--- src/common/core_params.svh ---
// core parameters: data, register address and shift amount widths
`ifndef CORE_PARAMS_SVH
`define CORE_PARAMS_SVH

// data path width
`define XLEN 64

// register index width, 32 registers
`define REG_ADDR_W 5

// shift amount width, covers 0..63
`define SHAMT_W 6

`endif

--- src/common/core_pkg.sv ---
// core types: alu opcodes, execute states and the packets between stages
`include "core_params.svh"

package core_pkg;

  typedef enum logic [3:0] {
    ALU_ADD  = 4'd0,
    ALU_SUB  = 4'd1,
    ALU_SLT  = 4'd2,
    ALU_SLTU = 4'd3,
    ALU_XOR  = 4'd4,
    ALU_OR   = 4'd5,
    ALU_AND  = 4'd6,
    ALU_SLL  = 4'd7,
    ALU_SRL  = 4'd8,
    ALU_SRA  = 4'd9
  } alu_op_e;

  typedef enum logic [1:0] {
    EX_IDLE  = 2'd0,
    EX_SHIFT = 2'd1,
    EX_HOLD  = 2'd2
  } ex_state_e;

  // what fetch hands to decode
  typedef struct packed {
    logic [31:0]      inst;
    logic [`XLEN-1:0] pc;
  } fetch_pkt_t;

  // decoded instruction, operands already selected
  typedef struct packed {
    logic [`XLEN-1:0]       pc;
    logic [`REG_ADDR_W-1:0] rd;
    logic                   wen;
    alu_op_e                alu_op;
    logic                   is_word;
    logic                   illegal;
    logic [`XLEN-1:0]       op1;
    logic [`XLEN-1:0]       op2;
  } id_ex_t;

  // retired result, also the register file write
  typedef struct packed {
    logic [`XLEN-1:0]       pc;
    logic [`REG_ADDR_W-1:0] rd;
    logic                   wen;
    logic [`XLEN-1:0]       value;
    logic                   illegal;
  } retire_t;

endpackage

--- src/hw/regfile.sv ---
// register file: 32 x 64-bit, two combinational reads, one write, x0 reads zero
`include "core_params.svh"

module regfile (
  input  logic                   clk,
  input  logic                   rst,
  input  logic [`REG_ADDR_W-1:0] rs1_addr,
  input  logic [`REG_ADDR_W-1:0] rs2_addr,
  output logic [`XLEN-1:0]       rs1_data,
  output logic [`XLEN-1:0]       rs2_data,
  input  logic                   wr_en,
  input  logic [`REG_ADDR_W-1:0] wr_addr,
  input  logic [`XLEN-1:0]       wr_data
);

  localparam int NUM_REGS = 1 << `REG_ADDR_W;

  logic [`XLEN-1:0] regs [NUM_REGS];

  // x0 is never written so it keeps its reset value
  always_ff @(posedge clk) begin
    if (rst) begin
      for (int i = 0; i < NUM_REGS; i++) begin
        regs[i] <= '0;
      end
    end else if (wr_en && wr_addr != '0) begin
      regs[wr_addr] <= wr_data;
    end
  end

  assign rs1_data = regs[rs1_addr];
  assign rs2_data = regs[rs2_addr];

endmodule

--- src/hw/decode/id_stage.sv ---
// decode stage: fetch register, hazard stall, operand select and alu opcode decode
`include "core_params.svh"

module id_stage (
  input  logic                   clk,
  input  logic                   rst,
  input  logic                   fetch_valid,
  input  core_pkg::fetch_pkt_t   fetch_pkt,
  output logic                   fetch_allowin,
  output logic                   id_to_ex_valid,
  output core_pkg::id_ex_t       id_to_ex,
  input  logic                   ex_allowin,
  output logic [`REG_ADDR_W-1:0] rs1_addr,
  output logic [`REG_ADDR_W-1:0] rs2_addr,
  input  logic [`XLEN-1:0]       rs1_data,
  input  logic [`XLEN-1:0]       rs2_data,
  input  logic [`REG_ADDR_W-1:0] ex_busy_rd
);
  import core_pkg::*;

  localparam logic [6:0] OPC_OP_IMM    = 7'h13;
  localparam logic [6:0] OPC_AUIPC     = 7'h17;
  localparam logic [6:0] OPC_OP_IMM_32 = 7'h1b;
  localparam logic [6:0] OPC_OP        = 7'h33;
  localparam logic [6:0] OPC_LUI       = 7'h37;
  localparam logic [6:0] OPC_OP_32     = 7'h3b;

  logic                   id_valid;
  logic                   ready_go;
  fetch_pkt_t             pkt_r;
  logic [31:0]            inst;
  logic [6:0]             opcode;
  logic [2:0]             func3;
  logic [6:0]             func7;
  logic [`REG_ADDR_W-1:0] rd;
  logic [`XLEN-1:0]       imm_i;
  logic [`XLEN-1:0]       imm_u;
  logic                   reg_form;
  logic                   alt;
  logic                   f7_ok_reg;
  logic                   f6_ok_imm;
  logic                   f7_ok_immw;
  logic                   word_f3;
  alu_op_e                base_op;
  alu_op_e                alu_op;
  logic                   legal;
  logic                   use_rs1;
  logic                   use_rs2;
  logic                   is_word;
  logic [`XLEN-1:0]       op1;
  logic [`XLEN-1:0]       op2;
  logic                   hazard;

  // valid/allowin bookkeeping
  assign fetch_allowin  = !id_valid || (ready_go && ex_allowin);
  assign id_to_ex_valid = id_valid && ready_go;

  always_ff @(posedge clk) begin
    if (rst) begin
      id_valid <= 1'b0;
    end else if (fetch_allowin) begin
      id_valid <= fetch_valid;
    end
  end

  always_ff @(posedge clk) begin
    if (fetch_valid && fetch_allowin) begin
      pkt_r <= fetch_pkt;
    end
  end

  assign inst     = pkt_r.inst;
  assign opcode   = inst[6:0];
  assign func3    = inst[14:12];
  assign func7    = inst[31:25];
  assign rd       = inst[11:7];
  assign rs1_addr = inst[19:15];
  assign rs2_addr = inst[24:20];
  assign imm_i    = {{(`XLEN-12){inst[31]}}, inst[31:20]};
  assign imm_u    = {{(`XLEN-32){inst[31]}}, inst[31:12], 12'b0};

  // bit 30 picks sub/sra, but for immediates only on the shift-right slot
  assign reg_form   = (opcode == OPC_OP) || (opcode == OPC_OP_32);
  assign alt        = inst[30] && (reg_form || func3 == 3'd5);
  assign f7_ok_reg  = (func7 == 7'h00) ||
                      (func7 == 7'h20 && (func3 == 3'd0 || func3 == 3'd5));
  assign f6_ok_imm  = (func3 == 3'd1) ? (inst[31:26] == 6'h00) :
                      (func3 == 3'd5) ? (inst[31:26] == 6'h00 || inst[31:26] == 6'h10) :
                      1'b1;
  assign f7_ok_immw = (func3 == 3'd1) ? (func7 == 7'h00) :
                      (func3 == 3'd5) ? (func7 == 7'h00 || func7 == 7'h20) :
                      1'b1;
  assign word_f3    = (func3 == 3'd0) || (func3 == 3'd1) || (func3 == 3'd5);

  always_comb begin
    case (func3)
      3'd0:    base_op = alt ? ALU_SUB : ALU_ADD;
      3'd1:    base_op = ALU_SLL;
      3'd2:    base_op = ALU_SLT;
      3'd3:    base_op = ALU_SLTU;
      3'd4:    base_op = ALU_XOR;
      3'd5:    base_op = alt ? ALU_SRA : ALU_SRL;
      3'd6:    base_op = ALU_OR;
      default: base_op = ALU_AND;
    endcase
  end

  always_comb begin
    alu_op  = ALU_ADD;
    legal   = 1'b0;
    use_rs1 = 1'b0;
    use_rs2 = 1'b0;
    is_word = 1'b0;
    op1     = rs1_data;
    op2     = imm_i;
    case (opcode)
      OPC_OP_IMM: begin
        alu_op  = base_op;
        legal   = f6_ok_imm;
        use_rs1 = 1'b1;
      end
      OPC_OP_IMM_32: begin
        alu_op  = base_op;
        legal   = word_f3 && f7_ok_immw;
        use_rs1 = 1'b1;
        is_word = 1'b1;
      end
      OPC_OP, OPC_OP_32: begin
        alu_op  = base_op;
        is_word = (opcode == OPC_OP_32);
        legal   = f7_ok_reg && (!is_word || word_f3);
        use_rs1 = 1'b1;
        use_rs2 = 1'b1;
        op2     = rs2_data;
      end
      OPC_LUI: begin
        legal = 1'b1;
        op1   = '0;
        op2   = imm_u;
      end
      OPC_AUIPC: begin
        legal = 1'b1;
        op1   = pkt_r.pc;
        op2   = imm_u;
      end
      default: legal = 1'b0;
    endcase
  end

  // stall while execute still owes a result to one of our sources
  assign hazard = (ex_busy_rd != '0) &&
                  ((use_rs1 && rs1_addr == ex_busy_rd) ||
                   (use_rs2 && rs2_addr == ex_busy_rd));
  assign ready_go = !hazard;

  always_comb begin
    id_to_ex.pc      = pkt_r.pc;
    id_to_ex.rd      = rd;
    id_to_ex.wen     = legal && (rd != '0);
    id_to_ex.alu_op  = alu_op;
    id_to_ex.is_word = is_word;
    id_to_ex.illegal = !legal;
    id_to_ex.op1     = op1;
    id_to_ex.op2     = op2;
  end

endmodule

--- src/hw/execute/shift_counter.sv ---
// shift counter: counts remaining shift steps down and flags zero
`include "core_params.svh"

module shift_counter (
  input  logic                clk,
  input  logic                rst,
  input  logic                load,
  input  logic                step,
  input  logic [`SHAMT_W-1:0] amount,
  output logic                done
);

  logic [`SHAMT_W-1:0] count;
  logic [`SHAMT_W-1:0] count_next;

  always_comb begin
    if (load) begin
      count_next = amount;
    end else if (step && count != '0) begin
      count_next = count - 1'b1;
    end else begin
      count_next = count;
    end
  end

  always_ff @(posedge clk) begin
    if (rst) begin
      count <= '0;
    end else begin
      count <= count_next;
    end
  end

  // looks one step ahead, so the last shift and the hand-off share a cycle
  assign done = (count_next == '0);

endmodule

--- src/hw/execute/ex_sequencer.sv ---
// execute sequencer: accept, serial shift and retire hold
module ex_sequencer (
  input  logic                clk,
  input  logic                rst,
  input  logic                in_fire,
  input  logic                is_shift,
  input  logic                shift_done,
  input  logic                retire_ready,
  output core_pkg::ex_state_e state,
  output logic                ex_allowin,
  output logic                retire_valid,
  output logic                shift_step,
  output logic                load_count
);
  import core_pkg::*;

  ex_state_e state_next;

  // a new packet may enter as the held one leaves
  assign ex_allowin   = (state == EX_IDLE) || (state == EX_HOLD && retire_ready);
  assign retire_valid = (state == EX_HOLD);
  assign shift_step   = (state == EX_SHIFT);
  assign load_count   = in_fire && is_shift;

  always_comb begin
    state_next = state;
    case (state)
      EX_SHIFT: begin
        if (shift_done) begin
          state_next = EX_HOLD;
        end
      end
      EX_HOLD: begin
        if (retire_ready) begin
          state_next = EX_IDLE;
        end
      end
      default: state_next = EX_IDLE;
    endcase
    // zero-length shift goes straight to hold
    if (in_fire) begin
      state_next = (is_shift && !shift_done) ? EX_SHIFT : EX_HOLD;
    end
  end

  always_ff @(posedge clk) begin
    if (rst) begin
      state <= EX_IDLE;
    end else begin
      state <= state_next;
    end
  end

endmodule

--- src/hw/execute/ex_stage.sv ---
// execute stage: one-cycle alu, bit-serial shifter and retire record
`include "core_params.svh"

module ex_stage (
  input  logic                   clk,
  input  logic                   rst,
  input  logic                   id_to_ex_valid,
  input  core_pkg::id_ex_t       id_to_ex,
  output logic                   ex_allowin,
  output logic                   retire_valid,
  output core_pkg::retire_t      retire,
  input  logic                   retire_ready,
  output logic [`REG_ADDR_W-1:0] ex_busy_rd
);
  import core_pkg::*;

  ex_state_e              state;
  logic                   in_fire;
  logic                   is_shift;
  logic                   shift_done;
  logic                   shift_step;
  logic                   load_count;
  logic [`SHAMT_W-1:0]    amount;
  logic [`XLEN-1:0]       op1;
  logic [`XLEN-1:0]       op2;
  logic [`XLEN-1:0]       alu_res;
  logic [`XLEN-1:0]       work;
  logic [`XLEN-1:0]       pc_r;
  logic [`REG_ADDR_W-1:0] rd_r;
  logic                   wen_r;
  alu_op_e                alu_op_r;
  logic                   is_word_r;
  logic                   illegal_r;

  assign in_fire  = id_to_ex_valid && ex_allowin;
  assign op1      = id_to_ex.op1;
  assign op2      = id_to_ex.op2;
  assign is_shift = (id_to_ex.alu_op == ALU_SLL) || (id_to_ex.alu_op == ALU_SRL) ||
                    (id_to_ex.alu_op == ALU_SRA);
  assign amount   = id_to_ex.is_word ? {1'b0, op2[4:0]} : op2[`SHAMT_W-1:0];

  ex_sequencer u_seq (
    .clk          (clk),
    .rst          (rst),
    .in_fire      (in_fire),
    .is_shift     (is_shift),
    .shift_done   (shift_done),
    .retire_ready (retire_ready),
    .state        (state),
    .ex_allowin   (ex_allowin),
    .retire_valid (retire_valid),
    .shift_step   (shift_step),
    .load_count   (load_count)
  );

  shift_counter u_cnt (
    .clk    (clk),
    .rst    (rst),
    .load   (load_count),
    .step   (shift_step),
    .amount (amount),
    .done   (shift_done)
  );

  // shifts load their starting word here, right shifts of words pre-extended
  always_comb begin
    case (id_to_ex.alu_op)
      ALU_SUB:  alu_res = op1 - op2;
      ALU_SLT:  alu_res = {{(`XLEN-1){1'b0}}, ($signed(op1) < $signed(op2))};
      ALU_SLTU: alu_res = {{(`XLEN-1){1'b0}}, (op1 < op2)};
      ALU_XOR:  alu_res = op1 ^ op2;
      ALU_OR:   alu_res = op1 | op2;
      ALU_AND:  alu_res = op1 & op2;
      ALU_SLL:  alu_res = op1;
      ALU_SRL:  alu_res = id_to_ex.is_word ? {{(`XLEN-32){1'b0}}, op1[31:0]} : op1;
      ALU_SRA:  alu_res = id_to_ex.is_word ? {{(`XLEN-32){op1[31]}}, op1[31:0]} : op1;
      default:  alu_res = op1 + op2;
    endcase
  end

  always_ff @(posedge clk) begin
    if (in_fire) begin
      work <= alu_res;
    end else if (shift_step) begin
      case (alu_op_r)
        ALU_SLL: work <= {work[`XLEN-2:0], 1'b0};
        ALU_SRA: work <= {work[`XLEN-1], work[`XLEN-1:1]};
        default: work <= {1'b0, work[`XLEN-1:1]};
      endcase
    end
  end

  // operand register
  always_ff @(posedge clk) begin
    if (in_fire) begin
      pc_r      <= id_to_ex.pc;
      rd_r      <= id_to_ex.rd;
      wen_r     <= id_to_ex.wen;
      alu_op_r  <= id_to_ex.alu_op;
      is_word_r <= id_to_ex.is_word;
      illegal_r <= id_to_ex.illegal;
    end
  end

  assign ex_busy_rd = (state != EX_IDLE && wen_r) ? rd_r : '0;

  always_comb begin
    retire.pc      = pc_r;
    retire.rd      = rd_r;
    retire.wen     = wen_r;
    retire.value   = is_word_r ? {{(`XLEN-32){work[31]}}, work[31:0]} : work;
    retire.illegal = illegal_r;
  end

endmodule

--- src/hw/core_top.sv ---
// core top: decode, register file and execute between fetch and retire ports
`include "core_params.svh"

module core_top (
  input  logic                 clk,
  input  logic                 rst,
  input  logic                 fetch_valid,
  input  core_pkg::fetch_pkt_t fetch_pkt,
  output logic                 fetch_allowin,
  output logic                 retire_valid,
  output core_pkg::retire_t    retire,
  input  logic                 retire_ready
);
  import core_pkg::*;

  logic                   id_to_ex_valid;
  id_ex_t                 id_to_ex;
  logic                   ex_allowin;
  logic [`REG_ADDR_W-1:0] rs1_addr;
  logic [`REG_ADDR_W-1:0] rs2_addr;
  logic [`XLEN-1:0]       rs1_data;
  logic [`XLEN-1:0]       rs2_data;
  logic [`REG_ADDR_W-1:0] ex_busy_rd;
  logic                   rf_wr_en;

  // write back on the retire handshake
  assign rf_wr_en = retire_valid && retire_ready && retire.wen;

  id_stage u_id (
    .clk            (clk),
    .rst            (rst),
    .fetch_valid    (fetch_valid),
    .fetch_pkt      (fetch_pkt),
    .fetch_allowin  (fetch_allowin),
    .id_to_ex_valid (id_to_ex_valid),
    .id_to_ex       (id_to_ex),
    .ex_allowin     (ex_allowin),
    .rs1_addr       (rs1_addr),
    .rs2_addr       (rs2_addr),
    .rs1_data       (rs1_data),
    .rs2_data       (rs2_data),
    .ex_busy_rd     (ex_busy_rd)
  );

  regfile u_rf (
    .clk      (clk),
    .rst      (rst),
    .rs1_addr (rs1_addr),
    .rs2_addr (rs2_addr),
    .rs1_data (rs1_data),
    .rs2_data (rs2_data),
    .wr_en    (rf_wr_en),
    .wr_addr  (retire.rd),
    .wr_data  (retire.value)
  );

  ex_stage u_ex (
    .clk            (clk),
    .rst            (rst),
    .id_to_ex_valid (id_to_ex_valid),
    .id_to_ex       (id_to_ex),
    .ex_allowin     (ex_allowin),
    .retire_valid   (retire_valid),
    .retire         (retire),
    .retire_ready   (retire_ready),
    .ex_busy_rd     (ex_busy_rd)
  );

endmodule

--- config.mk ---
export PLATFORM = sky130hd
export DESIGN_NAME = core_top
export DESIGN_NICKNAME = d
export VERILOG_FILES = /design/src/common/core_pkg.sv /design/src/hw/regfile.sv /design/src/hw/decode/id_stage.sv /design/src/hw/execute/shift_counter.sv /design/src/hw/execute/ex_sequencer.sv /design/src/hw/execute/ex_stage.sv /design/src/hw/core_top.sv
export VERILOG_INCLUDE_DIRS = /design/src /design/src/common
export SDC_FILE = /design/constraint.sdc
export NUM_CORES = 2
export LEC_CHECK = 0
export BUFFER_PORTS_ARGS = -buffer_cell sky130_fd_sc_hd__buf_2
export CORE_ASPECT_RATIO = 1.25
export CORE_UTILIZATION = 30
export DETAILED_ROUTE_END_ITERATION = 10
export PLACE_DENSITY = 0.52
export REMOVE_ABC_BUFFERS = 1
export SETUP_SLACK_MARGIN = 0.05
export SYNTH_ARGS = -nofsm -noshare
export SYNTH_HDL_FRONTEND = slang
export SYNTH_SLANG_ARGS = --single-unit
--- constraint.sdc ---
create_clock -name clk -period 8.15 [get_ports clk]
set_input_delay 1.2225 -clock clk [delete_from_list [all_inputs] [get_ports clk]]
set_output_delay 1.2225 -clock clk [all_outputs]
set_load 0.03 [all_outputs]
Word level (Yosys, flattened, before mapping)
Memory sizes are Yosys's and may differ from the RTL's. A register that Yosys moved wholly into a read port is not among the register bits. Cells that the tools add are included.

$add $sub $neg: 3. Order comparisons: 2. Equal/unequal tests: 32. Multiplexer cells: 40. Bitwise operators: 3. Reduce and logical (&&, ||, !) cells: 55.

Operator list (count): $pmux W64 S9 (1); $mux W64 (6); $pmux W64 S2 (3); $lt A64 B64 Y1 (2); $add A64 B64 Y64 (1); $and A64 B64 Y64 (1); $or A64 B64 Y64 (1); $reduce_or A64 Y1 (1); $sub A64 B64 Y64 (1); $xor A64 B64 Y64 (1); $eq A7 B6 Y1 const B (4); $pmux W4 S7 (1); $eq A7 B5 Y1 const B (3); $eq A4 B3 Y1 const B (5); $mux W5 (4); $logic_and A1 B1 Y1 (19); $mux W6 (3); $reduce_bool A5 Y1 (3); $logic_or A1 B1 Y1 (14); $mux W1 (14); $eq A4 B4 Y1 const B (3); $logic_not A6 Y1 (2); $eq A5 B5 Y1 (2); $eq A3 B3 Y1 const B (3); other kinds (24) (37).

Register bits after elaboration: 245. RAM bits: 2048. Input bits: 100. Output and inout port bits: 137. Logic and storage cells: 149. Memories kept: 1.

Memories: u_rf.regs (depth 32, bits a word 64, rd ports 2, clocked after Yosys merged registers in 2, wr ports 32, RTL line regfile.sv:18) `` logic [`XLEN-1:0] regs [NUM_REGS]; ``.

Longest topological paths before layout
Depth in word-level cells: 17. Mapped depth: 29.

Modules after synthesis
From an unflattened synthesis, not the netlist that was laid out.

Cell total of the unflattened synthesis: 9786. Area, all modules: 129798.2 sq um.

Modules (own cells, without submodules): regfile (instances 1, cells each 7001, area each 106912.5 sq um, sequential area each 61499.0 sq um); ex_stage (instances 1, cells each 2224, area each 17190.2 sq um, sequential area each 4204.0 sq um); id_stage (instances 1, cells each 497, area each 5154.9 sq um, sequential area each 2902.8 sq um); shift_counter (instances 1, cells each 48, area each 407.9 sq um, sequential area each 120.1 sq um); ex_sequencer (instances 1, cells each 15, area each 126.4 sq um, sequential area each 40.0 sq um); core_top (instances 1, cells each 1, area each 6.3 sq um, sequential area each 0.0 sq um).

Worst setup path before layout
No wires, ideal clock.

Path type: reg-to-reg. From: register (tool-made name). To: register u_ex.work[29], data pin. Library setup time: 380 ps. Data arrival time: 6151 ps. Path slack: 1619 ps. Stages on the path, launching flop included: 27. Path buffers: 9. Clock period less this slack: 6531 ps. Cells stage by stage: dfxtp_1 -> buf_6 -> buf_6 -> buf_6 -> buf_4 -> buf_4 -> buf_4 -> buf_4 -> buf_4 -> buf_4 -> mux4_2 -> mux4_2 -> mux2i_1 -> o21ai_0 -> ha_1 -> nor2_1 -> nor2_1 -> o21bai_1 -> a21o_1 -> o22a_1 -> a21oi_1 -> o211ai_2 -> a21oi_2 -> o41a_1 -> a221o_1 -> a221oi_1 -> a21oi_1.

RTL lines: end signal, assigned (RTL line ex_stage.sv:83) `work <= alu_res;`; end signal, assigned (RTL line ex_stage.sv:86) `` ALU_SLL: work <= {work[`XLEN-2:0], 1'b0}; ``; end signal, assigned (RTL line ex_stage.sv:87) `` ALU_SRA: work <= {work[`XLEN-1], work[`XLEN-1:1]}; ``; end, declared (RTL line ex_stage.sv:27) `` logic [`XLEN-1:0] work; ``.

==> impl_results.md <==
* Clk pwr share at 0.375
* Placer Congestion at 0.999
* Place WS at 717 ps
* Largest net degree at the start of global routing at 146
* Relative slew slack at 0.139
* First-pass GRT wire length at 765 mm
* Worst-path maximum fanout at 70
* Die width at 588 microns
* Worst-Margin Slew at 1280 ps
* Clk pin slew, worst setup/hold paths at 60 ps
* Register area share after synthesis at 0.536
* Comb power frac at 0.199
* Internal at 22.8 mW
* Final Hold Vio Count at 0
* Total Wirelength at 560 mm
* Synth top area share at 0.533
* Layout Skew at 47.5 ps
* DR WL/cell at 36.8 microns
* Leakage at 55.0 nW
* Fillers at 41,200
* Power Total at 32.6 mW
* Share of layout cells above drive strength 1 at 0.258
* Yosys warnings at 0
* Postcts setup bufs at 0
* Die area at 431,000 sq um
* Initial antenna violation count at 26
* TritonCTS clock tree: yes
* Commonest non-fill, non-tap cell in the layout: edfxtp_1
* Setup TNS at 0 ps
* Ys async rst share at 0
* 1st-iter DRT viols at 12,600
* Worst hold path class: in -> reg
* Grt ovf at 0
* FF+latch area at 69,000 sq um
* Hold-fix buffers at CTS at 0
* Vias at 93,100
* #FFs+latches synth at 2,303
* Startpoint types: register
* Max Clock Freq at 128 MHz
* Core area at 427,000 sq um
* Total clock sinks at 2,303
* Core Util, Final at 0.343
* H-tree depth at 5
* Area Overhead vs Synth at 13.7%
* Hpwl dp at 338 mm
* Clock latency at the later pin of the worst-skew pair at 950 ps
* Critical-path top delay cell: a21oi_1
* WP buf/inv at 2
* Slowest stage delay, CP at 740 ps
* Syn Area/Cell at 13.7 sq um
* CTS resizes at 0
* EDFF count, synth at 2,284
* CP top delay family: compound AO/OA/AOI/OAI gates
* Netlist cell types at 97
* Synth area leader: edfxtp_1
* Post-Layout Cell Count at 15,200
* Crit path cell chain: buf_12 -> buf_4 -> mux4_2 -> mux4_2 -> mux2i_1 -> o21ai_0 -> ha_1 -> nand4_1 -> nor4_1 -> nand2_1 -> a21oi_1 -> o21ai_0 -> a21oi_1 -> o21ai_0 -> a31oi_1 -> a32oi_1
* Final setup vio count at 0
* Root buffer cell: clkbuf_16
* Ranking of synthesized cells by area: edfxtp_1 (53%), mux4_2 (22%), and3_1 (5.0%)
* WS Path Type: reg -> reg
* I/O Buffers at 236
* Crit path capture type: register
* Multi-input gate area at 55,400 sq um
* Die height at 734 microns
* Worst EP required at 8790 ps
* Fin crit period at 7810 ps
* Status: complete, no violations
* Cells after DPL at 14,700
* Drt drc at 0
* Most frequent CP cell: o21ai_0
* PD cells at 223 nW/um^2
* Most frequent cells in the layout: edfxtp_1 (2,284), mux4_2 (1,266), nor2_1 (1,266)
* Std cell rows at 268
* Maximum VDD drop at 0.154 mV
* Vias in the first global route at 92,700
* Post-Syn Area at 129,000 sq um
* Max-Cap Viols at 0
* I/O Pins at 237
* Final period utilization at 0.958
* Top_reg_cell synth: edfxtp_1
* RSZ-0062 raised after global routing: false
* Arrival time at the worst endpoint at 8450 ps
* Initial Util at 0.302
* Max Slew Vio Count at 0
* Aggregate global-route resource usage at 0.252
* Switching pwr at 9.80 mW
* Clock tree buffer depth at 4
* Vias per cell at 6.13
* Sw Ratio at 0.300
* Synth Instances at 9,381
* Total iterations of the first detailed-routing run at 6
* Num CTS Buffers at 273
* Worst Slack Setup Final at 343 ps
* Final nets at 9,589
* Post-route ant nets at 0
* Sequential Power Share at 0.426
[worst register-to-register path: stages (launching register included)]
cell     delay [ps]
dfxtp_4         650
buf_12          520
buf_4           880
mux4_2          680
mux4_2          490
mux2i_1         220
o21ai_0         400
ha_1            670
nand4_1         350
nor4_1          730
nand2_1         100
a21oi_1         740
o21ai_0         260
a21oi_1         420
o21ai_0         140
a31oi_1         190
a32oi_1          80
[cell families after synthesis]
group                    synth area share
AO/OA/AOI/OAI                      0.0551
XOR/XNOR                          0.00218
adder cells (fa/ha/maj)            0.0188
buffers and inverters              0.0408
flip-flops                          0.536
multiplexers                        0.230
other                           0.0000292
AND/OR/NAND/NOR                     0.117
[per-layer routing]
layer  track usage  vias to the layer above  wire length [microns]
li1              -                    36500                      -
met1         0.320                    49200                 210000
met2         0.405                     6107                 260000
met3        0.0546                     1284                  55600
met4         0.132                        6                  33600
met5             0                        -                     40
[path summary, 6_finish.rpt]
kind,depth (start not counted),slack (ps),end,startpoint
setup / recovery,16,340,u_ex.work[62],register
hold / removal,1,440,u_id.id_to_ex[196],fetch_pkt[56]
setup reg to reg,16,340,u_ex.work[62],register
hold reg to reg,0,460,u_ex.rd_r[1],u_id.inst[8]
[flip-flops by register name, indices dropped and copies added (netlist names), 2 cells and up, named ones only]
| signal | count |
|---|---|
| u_ex.work | 64 |
| u_rf.regs | 2048 |
| u_id.id_to_ex | 64 |
| u_ex.u_seq.state | 2 |
| u_id.inst | 32 |
| u_ex.alu_op_r | 4 |
| u_ex.pc_r | 64 |
| u_ex.u_cnt.count | 6 |
| u_ex.rd_r | 5 |
[metrics by stage]
stage / area [sq um] / hold WS, ps
6_report: 146000 / 441
5_1_grt: 146000 / 405
4_1_cts: 146000 / 372
3_5_place_dp: 138000 / 447
3_3_place_gp: 138000 / 442
2_1_floorplan: 125000 / 418
[Yosys cell counts, drive strengths merged, types with 16 or more instances]
cell type / n
a21o: 31
ha: 190
o221ai: 20
a21oi: 288
o22ai: 16
o31ai: 28
mux2i: 100
o21ai: 194
a22oi: 20
buf: 217
nor2: 1271
mux4: 1266
clkbuf: 838
inv: 249
o21bai: 52
a211oi: 28
a221o: 37
o211ai: 21
and3: 1025
o2111ai: 16
o21a: 20
nor3: 60
or3: 18
a221oi: 53
edfxtp: 2284
nand3: 86
dfxtp: 19
nor2b: 20
a31oi: 119
nand2: 451
nand4: 32
nor4: 37
nand2b: 53
xnor2: 29
[final cells by class]
class | instances | area share
Tap cell | 5670 | 0.0485
Antenna cell | 16 | 0.000274
Clock inverter | 146 | 0.00981
Timing Repair Buffer | 633 | 0.0349
Clock buffer | 336 | 0.0489
Inverter | 254 | 0.00668
Sequential cell | 2303 | 0.472
Multi-Input combinational cell | 5832 | 0.379
[power groups by stage]
stage	logic (mW)	clock network [mW]	registers, mW
6_report	6.49	12.2	13.9
5_1_grt	6.78	12.8	13.9
4_1_cts	6.42	12.4	13.9
3_5_place_dp	6.40	0	14.1
3_3_place_gp	6.41	0	14.1
2_1_floorplan	4.88	0	14.3
(Power assumes the default switching activity.)
